File: src/rtl/axi_pkg.sv
/*
 * axi bus types and codes
 * 32-bit address, 64-bit data, byte strobe and the fixed burst fields
 * used by the data cache master port
 */
package axi_pkg;

    typedef logic [31:0] axi_addr_t;
    typedef logic [63:0] axi_data_t;
    typedef logic [7:0]  axi_strb_t;

    // single 8-byte beat per transfer
    localparam logic [2:0] AXI_SIZE_8B    = 3'd3;
    localparam logic [1:0] AXI_BURST_INCR = 2'd1;

endpackage

File: src/rtl/rv_mem_pkg.sv
/*
 * rv64 memory stage types
 * data word, instruction word, register index and the memory operation
 * carried from execute, with helpers to classify the operation
 */
package rv_mem_pkg;

    typedef logic [63:0] xlen_t;    // data or address word
    typedef logic [31:0] inst_t;
    typedef logic [4:0]  reg_idx_t;

    // decoded in execute, one value per load/store flavour
    typedef enum logic [3:0] {
        MEM_NONE,
        MEM_LB,
        MEM_LH,
        MEM_LW,
        MEM_LD,
        MEM_LBU,
        MEM_LHU,
        MEM_LWU,
        MEM_SB,
        MEM_SH,
        MEM_SW,
        MEM_SD
    } mem_op_t;

    function automatic logic is_load(mem_op_t op);
        return op inside {MEM_LB, MEM_LH, MEM_LW, MEM_LD, MEM_LBU, MEM_LHU, MEM_LWU};
    endfunction

    function automatic logic is_store(mem_op_t op);
        return op inside {MEM_SB, MEM_SH, MEM_SW, MEM_SD};
    endfunction

endpackage
File: src/rtl/lsu_format.sv
/*
 * load/store formatter
 * places store data and strobe into the byte lanes of a doubleword and
 * picks a loaded lane out of the line, sign or zero extending it
 */
`timescale 1ns/1ns

module lsu_format (
    input  rv_mem_pkg::mem_op_t mem_op,
    input  logic [2:0]          addr,       // byte offset inside the doubleword
    input  rv_mem_pkg::xlen_t   store_src,
    output axi_pkg::axi_data_t  store_data,
    output axi_pkg::axi_strb_t  store_strb,
    input  axi_pkg::axi_data_t  line_data,
    output rv_mem_pkg::xlen_t   load_data
);
    import rv_mem_pkg::*;
    import axi_pkg::*;

    axi_data_t lane;    // addressed byte moved down to bit 0

    assign lane = line_data >> {addr, 3'b000};

    // replicating the source puts it in every lane, the strobe picks one
    always_comb begin
        case (mem_op)
            MEM_SB: begin
                store_data = {8{store_src[7:0]}};
                store_strb = 8'h01 << addr;
            end
            MEM_SH: begin
                store_data = {4{store_src[15:0]}};
                store_strb = 8'h03 << {addr[2:1], 1'b0};   // halfword aligned only
            end
            MEM_SW: begin
                store_data = {2{store_src[31:0]}};
                store_strb = 8'h0f << {addr[2], 2'b00};
            end
            MEM_SD: begin
                store_data = store_src;
                store_strb = 8'hff;
            end
            default: begin
                store_data = '0;
                store_strb = '0;
            end
        endcase
    end

    always_comb begin
        case (mem_op)
            MEM_LB:  load_data = {{56{lane[7]}}, lane[7:0]};
            MEM_LBU: load_data = {56'b0, lane[7:0]};
            MEM_LH:  load_data = {{48{lane[15]}}, lane[15:0]};
            MEM_LHU: load_data = {48'b0, lane[15:0]};
            MEM_LW:  load_data = {{32{lane[31]}}, lane[31:0]};
            MEM_LWU: load_data = {32'b0, lane[31:0]};
            MEM_LD:  load_data = line_data;
            default: load_data = '0;
        endcase
    end

endmodule

File: config.mk
export PLATFORM = sky130hd
export DESIGN_NAME = lsu_format
export DESIGN_NICKNAME = d
export VERILOG_FILES = /design/src/rtl/axi_pkg.sv /design/src/rtl/rv_mem_pkg.sv /design/src/rtl/lsu_format.sv
export SDC_FILE = /design/constraint.sdc
export NUM_CORES = 1
export LEC_CHECK = 0
export BUFFER_PORTS_ARGS = -buffer_cell sky130_fd_sc_hd__buf_2
export CAP_MARGIN = 20
export CORE_AREA = 2 2 104 106
export DETAILED_ROUTE_END_ITERATION = 8
export DIE_AREA = 0 0 106 108
export PLACE_DENSITY = 0.81
export SETUP_SLACK_MARGIN = 0.15
export SLEW_MARGIN = 30
export SYNTH_ARGS = -nofsm -noshare
export SYNTH_HDL_FRONTEND = slang
export SYNTH_SLANG_ARGS = --single-unit
File: constraint.sdc
create_clock -name vclk -period 1.9
set_clock_uncertainty 0.1 [all_clocks]
set_input_delay 0.095 -clock vclk [all_inputs]
set_output_delay 0.095 -clock vclk [all_outputs]
set_load 0.02 [all_outputs]
* Yosys cells after proc, flatten, opt, wreduce, memory -nomap -nowiden *
Index checks and enable logic that the tools add are counted.

word-level totals
  register bits after elaboration = 0
  latch bits = 0
  memory bits (writable) = 0
  ROM bits = 0
  input bits = 135
  logic and storage cells = 18
  memories = 0

cells by class
  add/sub/neg operators = 0
  multipliers = 0
  div/mod/pow operators = 0
  $lt $le $gt $ge = 0
  equality and inequality tests = 11
  shifts and indexed selects = 4
  muxes and demuxes = 3
  bitwise operators = 0
  reduce and logical (&&, ||, !) cells = 0

operator list
  cell                 count
  $pmux 64 s7          1
  $pmux 64 s4          1
  $shr 64x6->32        1
  $pmux 8 s4           1
  $eq 4x3->1 const B   4
  $eq 4x4->1 const B   4
  $eq 4x2->1 const B   2
  $shl 1x3->8 const A  1
  $shl 2x3->8 const A  1
  $shl 4x3->8 const A  1
  $eq 4x1->1 const B   1

* Depth between registers and ports, before layout *
Gate-level depths: netlist of run 1.

  depth in word-level cells = 2
  mapped depth = 8
  depth with buffers taken out = 4

* Worst setup path after synthesis of run 1 *
OpenSTA, ideal clock, no wires.

  path type = input port to output port
  from = input addr[0]
  to = output load_data[6]
  data arrival time = 1792 ps
  data required time = 1705 ps
  setup slack = -87 ps
  stages = 6
  path buffers = 3
  cells stage by stage = buf_4 > buf_2 > buf_2 > mux2i_1 > mux4_2 > o21ai_0

on the way
  cells in the longest elaborated chain, start to end = 2

RTL lines
  what           RTL line          text
  from (decl)    lsu_format.sv:10  input logic [2:0] addr,
  $shr 64x6->32  lsu_format.sv:22  assign lane = line_data >> {addr, 3'b000};
  $pmux 64 s7    lsu_format.sv:51  case (mem_op)
  to (decl)      lsu_format.sv:15  output rv_mem_pkg::xlen_t load_data

No other way between the ends.

* Final worst setup path of run 1 *
  from = input addr[0]
  to = output load_data[34]

Same word-level chain as after synthesis.

==> out/metrics.csv, run 1 <==
metric,value,unit
Crit Path Class,in2out,
Worst EP required,1.70,ns
Die Y-Extent,108,µm
WL met2,8220,µm
Sequential Area,0,µm²
XOR/XNOR Fraction of Synth Area,0,%
share of cells above drive strength 1,50.8,%
CLK BUF,0,
Worst-Margin Slew,0.621,ns
count of different cell masters after synthesis,33,
area of placed instances,5290,µm²
die width,106,µm
arrival time at the worst endpoint,1.85,ns
Max-Cap Viols,0,
Synth-to-Final Area Change,68.5,%
Core Rows,37,
top layer used by detailed routing,met4,
seq_cells,0,
Synth Area in Compound Gates,23.6,%
"antenna viol nets, final",0,
GRT Residual Overflow,0,
Hold Crit Class,in2out,
power per cell area,267,nW/µm²
Ys Warns,0,
Hold Buf Count CTS,0,
VDD IR-drop max,0.150,mV
initial DRC count,535,
Max-slew headroom,58.5,%
DRT met1 WL,6710,µm
adder-cell share of the synthesized area,0,%
vias per cell,5.78,
DRC,0,
hold path depth,4,
Initial Util,33.2,%
fin util,55.9,%
initial antenna violation count,1,
register area share after synthesis,0,%
port bufs,271,
worst setup margin,-0.141,ns
Final Hold Fails,0,
core area,10200,µm²
# nets final,932,
first-pass GRT wire length,25300,µm
Max Transition Viols Final,0,
Final HPWL DP,12700,µm
Mapped Avg Cell Area,6.53,µm²
Inst Count DP,925,
RePlAce Congestion,0.984,
pre-CTS setup slack,-0.255,ns
maximum clock frequency,0.490,GHz
fin area,5720,µm²
Tot GR Track Use,27.1,%
largest family of logic cells by synthesized area,multiplexers,
Pre-Repair DR Iteration Count,5,
Total Power,0.00153,W
Max Fanout on Critical Path,10,
routed vias,5384,
wire length per cell,18.3,µm
Post-Syn Instances,520,
post-synthesis simple-gate area fraction,30.6,%
# fillers,967,
Boundary Pins,271,
Lkg Pwr,3.11,nW
syn nets,655,
crit end category,output pin,
met3 wire len,1690,µm
fin crit share,107,%
Total Wirelength,17100,µm
post-synthesis cell area,3390,µm²
Finish-stage setup viols,54,
RSZ-0062 raised after global routing,yes,
vias in the first global route,4764,
fin cells,932,
Multi-input gate area,3240,µm²
minimum clock period,2.04,ns
status,"finished, violations left",
total die area,11400,µm²
post-synthesis mux area share,36.5,%
crit path launch type,input port,
pin count of the biggest net entering global routing,80,
failing checks,setup timing,
==> synth_stat cells, drive strengths merged <==
| cell | instances | area [µm²] |
|---|---|---|
| nand3 | 15 | 75.1 |
| o21ai | 26 | 130 |
| mux2 | 15 | 169 |
| nor3b | 1 | 7.51 |
| and2 | 8 | 50.1 |
| nor2b | 10 | 62.6 |
| o2bb2ai | 7 | 61.3 |
| or4 | 1 | 11.3 |
| nor2 | 40 | 150 |
| o211ai | 8 | 60.1 |
| nand3b | 2 | 15.0 |
| or2 | 3 | 18.8 |
| clkbuf | 39 | 146 |
| mux2i | 73 | 731 |
| a211oi | 24 | 180 |
| buf | 20 | 126 |
| a21oi | 45 | 225 |
| inv | 11 | 41.3 |
| and2b | 1 | 7.51 |
| nand4 | 42 | 263 |
| o31ai | 1 | 7.51 |
| a222oi | 7 | 70.1 |
| nand2 | 90 | 338 |
| a32oi | 1 | 8.76 |
| o311ai | 1 | 8.76 |
| mux4 | 15 | 338 |
| nor3 | 1 | 10.0 |
| nand2b | 5 | 31.3 |
| o22ai | 8 | 50.1 |
==> metal layers <==
| layer | GRT usage, % | up-vias |
|---|---|---|
| met5 | 0 | - |
| met4 | 6.95 | 0 |
| met3 | 4.64 | 40 |
| met2 | 46.5 | 344 |
| met1 | 35.4 | 2491 |
| li1 | - | 2509 |
==> worst max-delay path: stages <==
cell and delay (ns):
buf_6 0.11, mux2i_1 0.13, mux4_2 0.49, or4_4 0.48, buf_12 0.16, buf_16 0.13, nand4_1 0.10, buf_6 0.13
==> final timing paths <==
check | end | slack (ns) | startpoint
max | load_data[34] | -0.14 | addr[0]
min | load_data[3] | 0.43 | line_data[3]
==> cells by family (layout without fill, tap and decap cells) <==
group / Yosys count / in the layout
buffers and inverters: 70 / 345
other: 0 / 1
multiplexers: 103 / 103
AND/OR/NAND/NOR: 219 / 219
AO/OA/AOI/OAI: 128 / 128
==> what timing repair did <==
action / 4_1_cts / 5_1_grt
pin swaps: 2 / 2
setup endpoints to repair: 63 / 60
gates cloned: 3 / 1
buffers inserted: 2 / 0
resized for setup: 74 / 19
==> cell type report <==
cell class / instances / area share [%]
multi-input combinational: 450 / 56.6
antenna: 1 / 0.0438
timing repair buffer: 334 / 39.6
tap: 136 / 2.98
inverter: 11 / 0.766
==> layout by cell type (no fill, tap or decap), drive strengths merged, types with 2 or more instances in the layout <==
cell,netlist,final
mux2,15,15
o21ai,26,26
nand2b,5,5
nand4,42,42
buf,20,333
mux2i,73,73
o2bb2ai,7,7
a21oi,45,45
o211ai,8,8
mux4,15,15
a222oi,7,7
nor2,40,40
nor2b,10,10
o22ai,8,8
or2,3,3
a211oi,24,24
inv,11,11
nand3b,2,2
nand2,90,90
and2,8,8
nand3,15,15
==> power breakdown <==
part / switching [W] / internal (W) / leakage (nW) / total [W]
registers: 0 / 0 / 0 / 0
clock network: 0 / 0.0000000000703 / 0.00000634 / 0.0000000000703
logic: 0.000852 / 0.000677 / 3.11 / 0.00153
total: 0.000852 / 0.000677 / 3.11 / 0.00153
==> through the flow <==
step                hold slack, ns  setup TNS (ns)
finish                       0.435           -4.13
global route                 0.447           -7.19
CTS                          0.435           -3.66
detailed placement           0.431           -9.36
global placement             0.430           -8.31
floorplan                    0.230           -1.49
(Power assumes the default switching activity.)
==> run 2: changes to the inputs <==
==> constraint.sdc (replaced) <==
create_clock -name vclk -period 1.8
set_clock_uncertainty 0.1 [all_clocks]
set_input_delay 0.09 -clock vclk [all_inputs]
set_output_delay 0.09 -clock vclk [all_outputs]
set_load 0.02 [all_outputs]
==> out/metrics.csv, run 2 (synthesis gave the netlist of run 1 again) <==
metric,value,unit
Die Y-Extent,108,µm
"most common cell after layout, fill and taps aside",buf_2,
RePlAce Congestion,1.01,
core area,10200,µm²
Pre-Repair DR Iteration Count,7,
die width,106,µm
Max-slew headroom,55.9,%
Total Power,0.00171,W
total die area,11400,µm²
crit end category,output pin,
minimum clock period,2.02,ns
# fillers,947,
fin crit share,112,%
vias per cell,5.92,
CP max stage cell,or4_4,
Multi-input gate area,3280,µm²
Max Transition Viols Final,0,
Sequential Area,0,µm²
port bufs,271,
Stages on worst setup path,7,
Crit Path Class,in2out,
Fin Setup TNS,-9.33,ns
RSZ-0062 raised after global routing,yes,
Hold Crit Class,in2out,
CP peak stage delay,0.51,ns
fin cells,951,
Tot GR Track Use,28.5,%
CLK BUF,0,
Final HPWL DP,13800,µm
Worst EP required,1.61,ns
share of cells above drive strength 1,52.5,%
GRT Residual Overflow,0,
arrival time at the worst endpoint,1.83,ns
initial DRC count,683,
wire length per cell,19.4,µm
worst setup margin,-0.221,ns
status,"finished, violations left",
Synth-to-Final Area Change,77.7,%
Finish-stage setup viols,56,
vias in the first global route,4983,
CP Buf/Inv Count,3,
pin count of the biggest net entering global routing,49,
Max Fanout on Critical Path,28,
maximum clock frequency,0.495,GHz
Max-Cap Viols,0,
crit path launch type,input port,
routed vias,5627,
seq_cells,0,
initial antenna violation count,0,
VDD IR-drop max,0.195,mV
worst-path cell chain,buf_6 -> mux2i_1 -> mux4_2 -> or4_4 -> buf_12 -> o211ai_1 -> buf_4,
failing checks,setup timing,
Boundary Pins,271,
cell family with most CP delay,multiplexers,
fin util,58.9,%
power per cell area,283,nW/µm²
hold path depth,4,
Core Rows,37,
# nets final,952,
Total Wirelength,18400,µm
Inst Count DP,941,
Worst-Margin Slew,0.659,ns
"antenna viol nets, final",0,
Diodes inserted,0,
first-pass GRT wire length,26400,µm
pre-CTS setup slack,-0.303,ns
Final Hold Fails,0,
most frequent cells in the layout,"buf_2 (211), buf_4 (94), nand2_1 (89), mux2i_1 (71), a21oi_1 (45)",
Initial Util,33.2,%
Lkg Pwr,3.23,nW
DRC,0,
==> run 2: cell types whose count changed in the layout (fill, tap and decap cells not counted), sizes merged <==
cell	previous run	this run
buf	333	349
clkbuf	1	4
bufbuf	0	1
diode	1	0
==> run 2: final timing paths <==
kind	start	to	slack, ns
worst max-delay path	addr[0]	load_data[8]	-0.22
worst min-delay path	store_src[26]	store_data[26]	0.43
==> run 2: timing repair <==
item / 4_1_cts / 5_1_grt
buffers inserted: 0 / 4
gates resized for setup: 87 / 14
hold buffers: 0 / 0
cloned: 3 / 3
pin swaps: 3 / 2
setup endpoints to repair: 66 / 67
==> run 2: power by group <==
| part | switching, W | total (W) | internal, W | leakage, nW |
|---|---|---|---|---|
| clock | 0 | 0 | 0 | 0 |
| combinational | 0.000937 | 0.00171 | 0.000770 | 3.23 |
| sequential | 0 | 0 | 0 | 0 |
==> run 2: cell type report <==
cell class / instances / share of cell area [%]
multi-input combinational: 450 / 54.4
inverter: 11 / 0.726
tap: 136 / 2.82
timing repair buffer: 354 / 42.0
==> run 2: through the flow <==
| stage | hold slack (ns) | cell area [µm²] |
|---|---|---|
| floorplan | 0.220 | 3570 |
| global placement | 0.420 | 5540 |
| detailed placement | 0.426 | 5540 |
| CTS | 0.428 | 5880 |
| global route | 0.441 | 6030 |
| finish | 0.428 | 6030 |
==> run 2: metal layers <==
metal / vias to the layer above / part of all wire [%] / global-route usage [%]
met5: - / 0 / 0
met4: 0 / 4.5 / 11.7
met3: 69 / 10 / 4.40
met2: 415 / 48 / 49.5
met1: 2594 / 37 / 35.3
li1: 2549 / - / -
==> run 3: changes to the inputs <==
--- a/config.mk
+++ b/config.mk
@@ -5,7 +5,7 @@
 export SDC_FILE = /design/constraint.sdc
 export NUM_CORES = 1
 export LEC_CHECK = 0
-export BUFFER_PORTS_ARGS = -buffer_cell sky130_fd_sc_hd__buf_2
+export BUFFER_PORTS_ARGS = -buffer_cell sky130_fd_sc_hd__buf_4
 export CAP_MARGIN = 20
 export CORE_AREA = 2 2 104 106
 export DETAILED_ROUTE_END_ITERATION = 8
==> out/metrics.csv, run 3 (synthesis gave the netlist of run 1 again) <==
metric,value,unit
CP Buf/Inv Count,7,
initial antenna violation count,0,
RSZ-0062 raised after global routing,yes,
Sequential Area,0,µm²
Die Y-Extent,108,µm
vias per cell,6.04,
# fillers,829,
Finish-stage setup viols,63,
Hold Crit Class,in2out,
wire length per cell,20.4,µm
area of placed instances,6050,µm²
VDD IR-drop max,0.173,mV
power per cell area,286,nW/µm²
CP peak stage delay,0.36,ns
Boundary Pins,271,
arrival time at the worst endpoint,2.03,ns
RePlAce Congestion,0.946,
minimum clock period,2.22,ns
CLK BUF,0,
share of cells above drive strength 1,53.7,%
fin area,6740,µm²
Hold Buf Count CTS,0,
vias in the first global route,5129,
maximum clock frequency,0.450,GHz
worst setup margin,-0.423,ns
Max Transition Viols Final,0,
WL met2,9370,µm
status,"finished, violations left",
most frequent cells in the layout,"buf_4 (293), nand2_1 (89), mux2i_1 (63), a21oi_1 (43), nand4_1 (42)",
hold path start,line_data[6],
Core Rows,37,
met3 wire len,2310,µm
# nets final,952,
first-pass GRT wire length,27300,µm
Tot GR Track Use,29.3,%
failing checks,setup timing,
Lkg Pwr,3.37,nW
pin count of the biggest net entering global routing,80,
Max-Cap Viols,0,
Total Wirelength,19400,µm
Worst EP required,1.61,ns
Total Power,0.00193,W
Worst-Margin Slew,0.753,ns
DRT met1 WL,6780,µm
fin util,65.9,%
Final HPWL DP,13500,µm
Diodes inserted,0,
Max Fanout on Critical Path,7,
Max-slew headroom,49.6,%
"most common cell after layout, fill and taps aside",buf_4,
Multi-input gate area,3380,µm²
Pre-Repair DR Iteration Count,8,
Setup crit start,addr[0],
crit path launch type,input port,
fin crit share,124,%
crit end category,output pin,
Final Hold Fails,0,
seq_cells,0,
DRC,0,
GRT Residual Overflow,0,
routed vias,5744,
die width,106,µm
port bufs,271,
Worst path most repeated cell,buf_12,
pre-CTS setup slack,-0.371,ns
CP max stage cell,o21ai_0,
Crit Path Class,in2out,
Initial Util,33.2,%
initial DRC count,701,
total die area,11400,µm²
worst-path cell chain,buf_12 -> buf_6 -> buf_6 -> buf_12 -> buf_12 -> buf_16 -> mux2i_1 -> o22ai_1 -> o21ai_0 -> nand4_1 -> buf_4,
"antenna viol nets, final",0,
core area,10200,µm²
cell family with most CP delay,buffers and inverters,
top layer used by detailed routing,met4,
Synth-to-Final Area Change,98.6,%
[run 3: changes by cell type in the layout (fill, tap and decap cells not counted), sizes merged]
| cell | before | now |
|---|---|---|
| buf | 349 | 351 |
| bufbuf | 1 | 0 |
| clkbuf | 4 | 3 |
[run 3: final timing paths]
path | endpoint | depth (start not counted) | slack (ns)
setup / recovery | load_data[17] | 11 | -0.42
hold / removal | load_data[6] | 4 | 0.39
[run 3: metal layers]
| layer | vias to the layer above | track usage, % |
|---|---|---|
| li1 | 2546 | - |
| met1 | 2632 | 35.4 |
| met2 | 473 | 51.8 |
| met3 | 93 | 5.79 |
| met4 | 0 | 11.1 |
| met5 | - | 0 |
[run 3: cell type report]
type	instances	area share [%]
inverters	11	0.650
well taps	136	2.52
repair buffers	354	46.6
multi-input cells	450	50.2
[run 3: what timing repair did]
| action | in CTS | in global routing |
|---|---|---|
| pin swaps | 11 | 17 |
| gates cloned | 5 | 3 |
| buffers inserted | 10 | 9 |
| setup endpoints to repair | 63 | 75 |
| resized for setup | 45 | 34 |
[run 3: report_power, final]
group          switching, W  total (W)  internal (W)
combinational      0.000980    0.00193      0.000949
clock                     0          0             0
sequential                0          0             0
total              0.000980    0.00193      0.000949
[run 3: metrics by stage]
stage,hold WS [ns],instances,setup TNS [ns]
2_1_floorplan,0.220,520,-5.79
3_3_place_gp,0.393,924,-10.97
3_5_place_dp,0.400,924,-13.26
4_1_cts,0.390,939,-12.25
5_1_grt,0.412,951,-15.79
6_report,0.395,951,-13.74
