## src/rtl/rv_mem_pkg.sv

```systemverilog
/*
 * rv64 memory stage types
 * data word, instruction word, register index and the memory operation
 * carried from execute, with helpers to classify the operation
 */
package rv_mem_pkg;

    typedef logic [63:0] xlen_t;    // data or address word
    typedef logic [31:0] inst_t;
    typedef logic [4:0]  reg_idx_t;

    // decoded in execute, one value per load/store flavour
    typedef enum logic [3:0] {
        MEM_NONE,
        MEM_LB,
        MEM_LH,
        MEM_LW,
        MEM_LD,
        MEM_LBU,
        MEM_LHU,
        MEM_LWU,
        MEM_SB,
        MEM_SH,
        MEM_SW,
        MEM_SD
    } mem_op_t;

    function automatic logic is_load(mem_op_t op);
        return op inside {MEM_LB, MEM_LH, MEM_LW, MEM_LD, MEM_LBU, MEM_LHU, MEM_LWU};
    endfunction

    function automatic logic is_store(mem_op_t op);
        return op inside {MEM_SB, MEM_SH, MEM_SW, MEM_SD};
    endfunction

endpackage
```

## src/rtl/wb_forward.sv

```systemverilog
/*
 * store data forwarding
 * replaces rs2 of the instruction in the memory stage with the value
 * being written back when the writeback instruction targets that register
 */
`timescale 1ns/1ns

module wb_forward (
    input  rv_mem_pkg::inst_t mem_inst,
    input  logic              fwd_valid,
    input  rv_mem_pkg::inst_t fwd_inst,
    input  rv_mem_pkg::xlen_t fwd_wdata,
    input  rv_mem_pkg::xlen_t src2,
    output rv_mem_pkg::xlen_t store_src
);
    import rv_mem_pkg::*;

    // major opcodes that write rd
    localparam logic [6:0] OPC_LOAD      = 7'b0000011;
    localparam logic [6:0] OPC_OP_IMM    = 7'b0010011;
    localparam logic [6:0] OPC_AUIPC     = 7'b0010111;
    localparam logic [6:0] OPC_OP_IMM_32 = 7'b0011011;
    localparam logic [6:0] OPC_OP        = 7'b0110011;
    localparam logic [6:0] OPC_LUI       = 7'b0110111;
    localparam logic [6:0] OPC_OP_32     = 7'b0111011;

    reg_idx_t fwd_rd;
    reg_idx_t rs2;
    logic     fwd_writes;

    assign fwd_rd = fwd_inst[11:7];
    assign rs2    = mem_inst[24:20];

    always_comb begin
        case (fwd_inst[6:0])
            OPC_LOAD, OPC_OP_IMM, OPC_AUIPC, OPC_OP_IMM_32,
            OPC_OP, OPC_LUI, OPC_OP_32: fwd_writes = 1'b1;
            default:                    fwd_writes = 1'b0;
        endcase
    end

    // x0 never forwards
    assign store_src = (fwd_valid && fwd_writes && fwd_rd == rs2 && rs2 != '0)
                     ? fwd_wdata : src2;

endmodule

```

## config.mk

```make
export PLATFORM = sky130hd
export DESIGN_NAME = wb_forward
export DESIGN_NICKNAME = d
export VERILOG_FILES = /design/src/rtl/rv_mem_pkg.sv /design/src/rtl/wb_forward.sv
export SDC_FILE = /design/constraint.sdc
export NUM_CORES = 1
export LEC_CHECK = 0
export BUFFER_PORTS_ARGS = -buffer_cell sky130_fd_sc_hd__buf_2
export CAP_MARGIN = 20
export CORE_AREA = 2 2 100 102
export DETAILED_ROUTE_END_ITERATION = 12
export DIE_AREA = 0 0 102 104
export PLACE_DENSITY = 0.57
export SLEW_MARGIN = 20
export SYNTH_ARGS = -nofsm -noshare
export SYNTH_HDL_FRONTEND = slang
export SYNTH_SLANG_ARGS = --single-unit
```

## constraint.sdc

```tcl
create_clock -name vclk -period 2.95
set_input_delay 0.885 -clock vclk [all_inputs]
set_output_delay 0.885 -clock vclk [all_outputs]
set_load 0.1 [all_outputs]
```

# Word level (Yosys, flattened, before mapping)
# Cells that the tools add are included.
# W data, S select, Z words.
[classes]
n_mux = 2
eq_ne = 8
n_reduce_logical = 5
[ops]
columns = ["operator", "count"]
rows = [
  ["$mux W64", 1],
  ["$eq A7 B5 Y1 const B", 3],
  ["$eq A7 B6 Y1 const B", 3],
  ["$eq A7 B2 Y1 const B", 1],
  ["$reduce_or A7 Y1", 1],
  ["$eq A5 B5 Y1", 1],
  ["$reduce_bool A5 Y1", 1],
  ["$logic_and A1 B1 Y1", 3],
  ["$mux W1", 1],
]
[word_totals]
inputBits = 193
output_inout_bits = 64
wordCells = 15
ff_bits = 0

# Logic depth before layout (Yosys ltp)
# Gate-level depths: netlist of run 1.
[depth]
word_depth = 7
depth_mapped = 6
depth_no_buf = 4

# Worst setup path before layout of run 1
# No wires, ideal clock.
[synth_path]
kind = "input to output"
startpoint = "in fwd_inst[6]"
endpoint = "out store_src[10]"
path_stages = 6
path_buffers = 2
t_arrival_ps = 2266
t_required_ps = 2065
setup_slack_ps = -201
cell_sequence = "and4b_1 o21ai_2 nor4b_4 buf_6 buf_12 mux2_4"
[synth_between]
elab_chain_cells = 7
elab_cells_between_ends = 13
cone_classes = "7 x eq/ne; 2 x mux; 4 x reduce/logical"
[synth_rtl]
columns = ["item", "line_no", "text"]
rows = [
  ["from (decl)", "wb_forward.sv:11", "input rv_mem_pkg::inst_t fwd_inst,"],
  ["$eq A7 B2 Y1, or another cell as far along", "wb_forward.sv:35", "case (fwd_inst[6:0])"],
  ["$reduce_or A7 Y1 (*)", "wb_forward.sv:35", ""],
  ["$mux W1 (*)", "wb_forward.sv:35", ""],
  ["$logic_and A1 B1 Y1 (*) (3 in a row)", "wb_forward.sv:43", "assign store_src = (fwd_valid && fwd_writes && fwd_rd == rs2 && rs2 != '0)"],
  ["$mux W64 (*)", "wb_forward.sv:44", "? fwd_wdata : src2;"],
  ["to (decl)", "wb_forward.sv:14", "output rv_mem_pkg::xlen_t store_src"],
]
# Mark *: on every way between the ends. The rest lies on a longest branch, timed or not.

# Worst setup path in the final report of run 1
[layout_path]
startpoint = "in fwd_inst[6]"
endpoint = "out store_src[61]"
# The elaborated chain is that of the path after synthesis.

==> run_results.csv, run 1 <==
group,metric,value,unit
power,p_per_area,218.1,mW/mm^2
logic_synthesis,synth_area,0.001190,sq mm
routing,vias,1578,
floorplanning,initial_core_util,12.46,%
finish,final_nets,498,
logic_synthesis,synth.area.top_cells,"mux2_4 (76%), buf_12 (10%), mux2_2 (3.8%)",
place,io_buffers,210,
timing,tns,-26.78,ns
logic_synthesis,yosys_warnings,0,
grt,grt_pass1_wl,7.948,mm
power,ir_drop,110.5,uV
logic_synthesis,synth_area_per_cell,14.00,sq um
logic_synthesis,yosysUniqueCellTypes,15,
timing,grt_setup_unrepaired,"true",
finish,layoutNonFillerInstCount,436,
cts,ctsHoldBuffers,0,
floorplanning,fp.dieH,104,um
setup_path,path_class,"in -> out",
timing,worst_pin_slew,0.2693,ns
floorplanning,die_area,0.01061,sq mm
setup_path,crit_slowest_cell,"nor4b_4",
timing,post-route-worst-setup-slack,-0.4826,ns
finish,area_growth_syn_to_layout,192.2,%
power,clkPwrFrac,0,%
routing,drtIter0Drc,20,
timing,slew_viol_final,0,
setup_path,crit_arrival,2.55,ns
grt,antenna_found_initial,0,
timing,setup_viol,64,
floorplanning,io_pins,257,
routing,wl_per_cell,12.39,um
min_path,hold_path.class,"in -> out",
finish,num_antenna_cells,0,
logic_synthesis,syn-num-nets,278,
floorplanning,rows,36,
finish,num-fill-cells,970,
place,gp_congestion,0.6982,
run_status,outcome,"finished, violations left",
timing,period_minus_slack,3.433,ns
setup_path,slowest_delay,0.33,ns
logic_synthesis,synth_common_cells,"mux2_4 (60), buf_12 (6), mux2_2 (4), xnor2_1 (4)",
run_status,violations,"setup timing",
setup_path,crit_required,2.07,ns
logic_synthesis,synthCells,85,
run,maxCapViolCount,0,
grt,grt_max_degree,15,
grt,grt_pass1_vias,1660,
routing,dr.pass1.iters,2,
setup_path,path_max_fanout,6,
routing,vias_per_cell,3.619,
finish,clkbuf_count,0,
timing,max_slew_margin,81.97,%
logic_synthesis,netlist.area_leader.share,75.71,%
routing,drt_wl_total,5.400,mm
grt,grt-ovfl-total,0,
finish,regArea,0,sq um
place,place_inst,432,
routing,ant_nets,0,
floorplanning,coreArea,0.009549,sq mm
min_path,hold_depth,3,
power,p_leak,1.763,nW
floorplanning,die_w,102,um
timing,hold_viol,0,
power,combPwrFrac,100.0,%
setup_path,start_kind,"primary input",
routing,drc,0,
timing,fmax,291.3,MHz
timing,timing.final.crit_share,116.4,%
setup_path,path_cells,"buf_6, and4b_1, o21ai_2, nor4b_4, buf_6, buf_12, buf_8, mux2_4, buf_12",
finish,seq_cells,0,
logic_synthesis,yosysTopAreaCell,"mux2_4",
place,place_hpwl,4.498,mm
logic_synthesis,seq_area_frac_synth,0,%
finish,drive_above_1_share,97.03,%
power,p_int,0.0003145,W
power,swShare,58.52,%
power,power_frac_seq,0,%
power,power.switching,0.0004438,W
setup_path,endpoint_kind,"output pin",
grt,grt_usage,9.210,%
power,power.total,0.0007583,W
logic_synthesis,yosysMostFrequentCell,"mux2_4",
[per-stage QoR]
stage	area (sq um)	hold slack (ns)	utilization, %	setup slack (ns)
4_1_cts	3465	2.155	36.28	-0.5189
2_1_floorplan	1212	2.090	-	-0.1895
6_report	3477	2.153	36.41	-0.4826
5_1_grt	3477	2.159	36.41	-0.5557
3_5_place_dp	2962	2.154	31.01	-0.6024
3_3_place_gp	2962	2.153	31.01	-0.5663
[power groups by stage]
stage,sequential [W],clock [W],combinational [W]
6_report,0,0,0.000758
5_1_grt,0,0,0.000782
3_5_place_dp,0,0,0.000681
2_1_floorplan,0,0,0.000437
4_1_cts,0,0,0.000755
3_3_place_gp,0,0,0.000674
[kinds of logic after synthesis]
kind of cell,count (synthesis),share of synthesized area (%)
AO/OA/AOI/OAI,3,1.577
XOR/XNOR,4,2.944
buffers and inverters,8,11.36
multiplexers,64,79.49
AND/OR/NAND/NOR,6,4.626
[timing repair]
action / 4_1_cts / 5_1_grt
pin swaps: 1 / 0
gates resized for setup: 117 / 6
setup endpoints to repair: 64 / 64
gates cloned: 1 / 0
setup buffers: 2 / 2
[worst paths after layout]
kind,start,endpoint,slack [ns]
max,fwd_inst[6],store_src[61],-0.48
min,src2[38],store_src[38],2.15
[layout make-up]
| cell class | instances | area [sq um] | area share (%) |
|---|---|---|---|
| repair buffers | 225 | 2215 | 63.69 |
| multi-input cells | 77 | 1092 | 31.41 |
| well taps | 133 | 166.4 | 4.786 |
| inverters | 1 | 3.754 | 0.1080 |
[worst max-delay path, delay by kind of cell]
kind,cells,cell delay [ns]
buffers and inverters,5,0.70
multiplexers,1,0.31
AO/OA/AOI/OAI,1,0.08
AND/OR/NAND/NOR,2,0.58
[cell usage in the layout (no fill, tap or decap), drive strengths merged]
cell and count:
mux2 64, nor4b 1, nor4 1, nand2 1, and4b 1, buf 225
nand4 1, o21ai 2, inv 1, a21oi 1, nor3 1, xnor2 4
[layer usage]
metal / part of all wire, % / up-vias / GRT usage, %
met2: 58 / 115 / 19.45
met1: 30 / 698 / 8.712
li1: - / 761 / -
met4: 0.61 / 0 / 0.5714
met5: 0 / - / 0
met3: 11 / 4 / 2.688
Note: power is estimated with default switching activity, not from simulation.
==> run 2, diff against run 1 <==
==> constraint.sdc (replaced) <==
create_clock -name vclk -period 2.95
set_input_delay 0.885 -clock vclk [all_inputs]
set_output_delay 0.885 -clock vclk [all_outputs]
set_load 0.005 [all_outputs]
==> run 2 against run 1 <==
Against the previous run: largest power group unchanged; cell count is 1.4% lower; first-iteration DRC count is 5.0% lower; core utilization is 6.4 points lower; the run still ends with setup timing left; critical path type unchanged; non-clock buffer count fell by 6; final area is 18% lower; sequential share of layout area unchanged; combinational power decreased by 61%; worst hold slack got worse by 0.098 ns; count of clock-buffer cells in the layout stayed put; fmax up 3.0%; critical endpoint is now store_src[20].
==> run_results.csv, run 2 (same netlist as run 1, synthesis figures left out) <==
group,metric,value,unit
place,gp_congestion,0.6995,
setup_path,cp_num_buf_inv,5,
grt,grt_pass1_wl,6.637,mm
finish,mostFrequentLayoutCells,"buf_2 (150), mux2_4 (61), buf_6 (61)",
run_status,outcome,"finished, violations left",
timing,grt_setup_unrepaired,"true",
timing,tns,-23.23,ns
routing,vias_per_cell,3.602,
grt,antenna_found_initial,0,
grt,grt_pass1_vias,1449,
timing,fmax,300.1,MHz
floorplanning,io_pins,257,
setup_path,startpoint,"fwd_inst[6]",
finish,num_antenna_cells,0,
floorplanning,die_area,0.01061,sq mm
min_path,hold_path.class,"in -> out",
grt,grt-ovfl-total,0,
setup_path,crit_arrival,2.45,ns
setup_path,cpMostUsedCell,"buf_6",
timing,slew_viol_final,0,
floorplanning,die_w,102,um
finish,final_nets,492,
timing,setup_viol,64,
power,p_int,0.0002134,W
setup_path,path_class,"in -> out",
place,placed_cell_area,0.002361,sq mm
finish,num-fill-cells,998,
power,clkPwrFrac,0,%
grt,grt_max_degree,26,
floorplanning,rows,36,
place,place_inst,426,
floorplanning,fp.dieH,104,um
cts,ctsHoldBuffers,0,
power,p_leak,1.514,nW
finish,area_growth_syn_to_layout,140.6,%
setup_path,cp_top_family,"buffers and inverters",
power,power.total,0.0002975,W
timing,timing.final.crit_share,113.0,%
power,power_frac_seq,0,%
finish,drive_above_1_share,97.64,%
routing,drt_wl_total,5.006,mm
power,combPwrFrac,100.0,%
routing,vias,1549,
min_path,holdCritStartpoint,"fwd_wdata[40]",
setup_path,endpoint_kind,"output pin",
setup_path,path_cells,"buf_6, and4b_1, o21ai_2, nor4b_4, buf_6, buf_6, buf_16, mux2_4, buf_6",
timing,hold_viol,0,
run_status,violations,"setup timing",
finish,layoutNonFillerInstCount,430,
finish,clkbuf_count,0,
place,place_hpwl,4.107,mm
routing,drc,0,
place,pre_cts_ws,-0.4955,ns
setup_path,crit_required,2.07,ns
floorplanning,initial_core_util,12.46,%
place,io_buffers,210,
routing,dr.pass1.iters,3,
power,swShare,28.27,%
power,power.switching,0.00008408,W
run,maxCapViolCount,0,
routing,drtIter0Drc,19,
setup_path,path_max_fanout,8,
setup_path,crit_slowest_cell,"mux2_4",
grt,grt_usage,7.626,%
timing,max_slew_margin,81.95,%
finish,finalInstanceArea,0.002863,sq mm
floorplanning,coreArea,0.009549,sq mm
timing,post-route-worst-setup-slack,-0.3827,ns
setup_path,start_kind,"primary input",
finish,seq_cells,0,
timing,period_minus_slack,3.333,ns
power,ir_drop,46.54,uV
finish,final_common_cell,"buf_2",
setup_path,slowest_delay,0.31,ns
power,p_per_area,103.9,mW/mm^2
routing,wl_per_cell,11.64,um
timing,worst_pin_slew,0.2708,ns
finish,regArea,0,sq um
routing,ant_nets,0,
[run 2: cell type report]
type | count | area, sq um | area share (%)
multi-input combinational | 77 | 1095 | 38.24
inverter | 1 | 3.754 | 0.1311
tap | 133 | 166.4 | 5.813
timing repair buffer | 219 | 1598 | 55.81
[run 2: power groups by stage]
stage	Clock, W	Combinational [W]	Sequential, W
floorplan	0	0.0000890	0
global placement	0	0.000232	0
detailed placement	0	0.000237	0
CTS	0	0.000275	0
global route	0	0.000320	0
finish	0	0.000297	0
[run 2: what timing repair did]
action / 4_1_cts / 5_1_grt
buffers inserted: 2 / 0
gates resized for setup: 44 / 28
cloned: 2 / 0
endpoints found under the setup margin: 64 / 64
pin swaps: 2 / 1
[run 2: through the flow]
stage,hold WS [ns],util (%)
2_1_floorplan,1.891,-
3_3_place_gp,2.061,24.72
3_5_place_dp,2.062,24.72
4_1_cts,2.058,28.32
5_1_grt,2.064,29.98
6_report,2.055,29.98
[run 2: final timing paths]
| kind | to | depth (start not counted) |
|---|---|---|
| hold / removal | store_src[40] | 3 |
| setup / recovery | store_src[20] | 9 |
[run 2: per-layer routing]
| layer | share of wire (%) | routed length (um) | track usage (%) | vias up |
|---|---|---|---|---|
| li1 | - | - | - | 751 |
| met1 | 32 | 1580 | 7.857 | 689 |
| met2 | 58 | 2921 | 16.40 | 109 |
| met3 | 10 | 504 | 1.075 | 0 |
| met4 | 0 | 0 | 0 | 0 |
| met5 | 0 | 0 | 0 | - |
==> run 3, diff against run 2 <==
--- a/config.mk
+++ b/config.mk
@@ -7,8 +7,9 @@
 export LEC_CHECK = 0
+export ABC_AREA = 1
 export BUFFER_PORTS_ARGS = -buffer_cell sky130_fd_sc_hd__buf_2
 export CAP_MARGIN = 20
-export CORE_AREA = 2 2 100 102
+export CORE_AREA = 2 2 99 101
 export DETAILED_ROUTE_END_ITERATION = 12
-export DIE_AREA = 0 0 102 104
-export PLACE_DENSITY = 0.57
+export DIE_AREA = 0 0 101 103
+export PLACE_DENSITY = 0.6
 export SLEW_MARGIN = 20
==> constraint.sdc (replaced) <==
create_clock -name vclk -period 2.95
set_input_delay 0.885 -clock vclk [all_inputs]
set_output_delay 0.885 -clock vclk [all_outputs]
set_load 0.01 [all_outputs]
==> run 3 against run 2 <==
Against the previous run: the flow now finishes without violations; die area fell by 1.9%; fmax rose by 14%; routed wire length rose by 50%; critical endpoint is now store_src[46]; core utilization rose by 0.54 points.
==> run_results.csv, run 3 <==
group,metric,value,unit
finish,layoutNonFillerInstCount,580,
logic_synthesis,synthMuxAreaShare,0,%
finish,regArea,0,sq um
logic_synthesis,synth_top_family_by_area,"simple AND/OR/NAND/NOR gates",
floorplanning,rows,36,
finish,clkbuf_count,0,
power,ir_drop,40.38,uV
logic_synthesis,yosysTopAreaCell,"nand2_1",
power,clkPwrFrac,0,%
grt,grt_pass1_vias,1867,
routing,vias_per_cell,4.452,
floorplanning,die_w,101,um
logic_synthesis,synth-compound-area-share,0.5296,%
finish,final_nets,661,
timing,grt_setup_unrepaired,"true",
setup_path,crit_required,2.07,ns
finish,num-fill-cells,1028,
routing,drtIter0Drc,78,
timing,fmax,340.6,MHz
place,placed_cell_area,0.002427,sq mm
grt,antenna_found_initial,0,
logic_synthesis,seq_area_frac_synth,0,%
setup_path,endpoint_kind,"output pin",
finish,mostFrequentLayoutCells,"buf_2 (202), nand2_1 (126), nand4_1 (64)",
setup_path,cp_num_buf_inv,4,
floorplanning,die_area,0.01040,sq mm
floorplanning,initial_core_util,14.99,%
setup_path,cp_top_family,"buffers and inverters",
logic_synthesis,yosys_warnings,0,
routing,ant_nets,0,
setup_path,path_cells,"buf_2, xnor2_2, nand2_2, nor2_4, nand3_4, buf_12, clkbuf_16, nand2_1, nand2_1, buf_2",
timing,worst_pin_slew,0.1665,ns
finish,final_util,30.52,%
min_path,hold_depth,4,
grt,grt-ovfl-total,0,
setup_path,crit_cells,10,
setup_path,crit_arrival,2.05,ns
routing,wl_per_cell,12.92,um
finish,drive_above_1_share,56.22,%
timing,timing.final.crit_share,99.51,%
power,p_int,0.0001590,W
floorplanning,fp.dieH,103,um
finish,num_antenna_cells,0,
place,io_buffers,210,
logic_synthesis,netlist.area_leader.share,38.39,%
timing,tns,0,ns
grt,grt_max_degree,35,
power,combPwrFrac,100.0,%
floorplanning,coreArea,0.009459,sq mm
logic_synthesis,yosysMostFrequentCell,"nand2_1",
setup_path,path_max_fanout,9,
power,power_frac_seq,0,%
place,place_inst,562,
timing,slew_viol_final,0,
logic_synthesis,synth_area_per_cell,5.516,sq um
timing,setup_viol,0,
cts,ctsHoldBuffers,0,
routing,dr.pass1.iters,4,
setup_path,path_class,"in -> out",
run,maxCapViolCount,0,
routing,vias,2582,
routing,drc,0,
setup_path,start_kind,"primary input",
finish,seq_cells,0,
finish,finalInstanceArea,0.002887,sq mm
setup_path,crit_slowest_cell,"xnor2_2",
grt,grt_pass1_wl,8.107,mm
logic_synthesis,synth_fa_ha_area_share,0,%
timing,max_slew_margin,88.86,%
timing,period_minus_slack,2.936,ns
power,p_leak,1.747,nW
timing,hold_viol,0,
logic_synthesis,synth_common_cells,"nand2_1 (145), nand4_1 (64), buf_6 (10), inv_1 (10)",
logic_synthesis,synth.area.top_cells,"nand2_1 (38%), nand4_1 (28%), buf_12 (9.9%)",
logic_synthesis,synthSimpleGateAreaFrac,71.49,%
floorplanning,io_pins,257,
place,place_hpwl,4.695,mm
setup_path,slowest_delay,0.16,ns
logic_synthesis,synthXorXnorAreaFrac,0.6178,%
finish,area_growth_syn_to_layout,103.6,%
power,p_per_area,106.9,mW/mm^2
run_status,outcome,"complete, no violations",
logic_synthesis,synth_area,0.001418,sq mm
power,swShare,48.46,%
min_path,hold_path.class,"in -> out",
logic_synthesis,yosysUniqueCellTypes,16,
power,power.switching,0.0001495,W
routing,drt_wl_total,7.494,mm
logic_synthesis,syn-num-nets,450,
logic_synthesis,synthCells,257,
grt,grt_usage,9.000,%
place,gp_congestion,0.6702,
finish,final_common_cell,"buf_2",
run 3: cell count changes in the layout (fill, tap and decap cells not counted), moves of 9 or more:
cell,delta
buf_6,-48
nand4_1,+63
nand2_1,+125
inv_1,+9
buf_2,+52
nand2_2,+14
mux2_4,-61
run 3: power by group through the flow:
stage / clock network [W] / registers, W / logic (W)
3_3_place_gp: 0 / 0 / 0.000271
6_report: 0 / 0 / 0.000308
5_1_grt: 0 / 0 / 0.000338
2_1_floorplan: 0 / 0 / 0.000141
3_5_place_dp: 0 / 0 / 0.000276
4_1_cts: 0 / 0 / 0.000282
run 3: final cells by class:
cell class                 instances  area (sq um)  area share, %
inverter                          11         41.29          1.430
multi-input combinational        219          1115          38.62
tap                              114         142.6          4.941
timing repair buffer             236          1588          55.01
run 3: what timing repair did:
action,in CTS,in global routing
gates cloned,1,11
gates resized for setup,2,34
setup buffers,4,2
pin swaps,3,6
endpoints found under the setup margin,2,64
run 3: final timing paths:
kind	from	slack [ns]	endpoint
max	fwd_inst[10]	0.01	store_src[46]
min	src2[25]	2.04	store_src[25]
run 3: metal layers:
metal  GRT usage, %  vias to the layer above  share of wire [%]  wire length [um]
met3         0.4068                        0                6.3               473
met1          10.67                     1162                 40              3032
li1               -                     1292                  -                 -
met2          18.77                      128                 53              3988
met5              0                        -                  0                 0
met4              0                        0                  0                 0
run 3: stage by stage:
step	setup slack [ns]	hold WS [ns]	total power (W)
6_report	0.01436	2.044	0.0003085
5_1_grt	-0.08564	2.048	0.0003377
4_1_cts	0.005173	2.045	0.0002822
3_5_place_dp	-0.01776	2.043	0.0002759
3_3_place_gp	0.02261	2.040	0.0002708
2_1_floorplan	0.3397	1.888	0.0001415
run 3: kinds of logic (layout without fill, tap and decap cells):
family          Yosys count  in the layout
simple gates            217            217
buf+inv                  38            247
compound gates            1              1
xor+xnor                  1              1
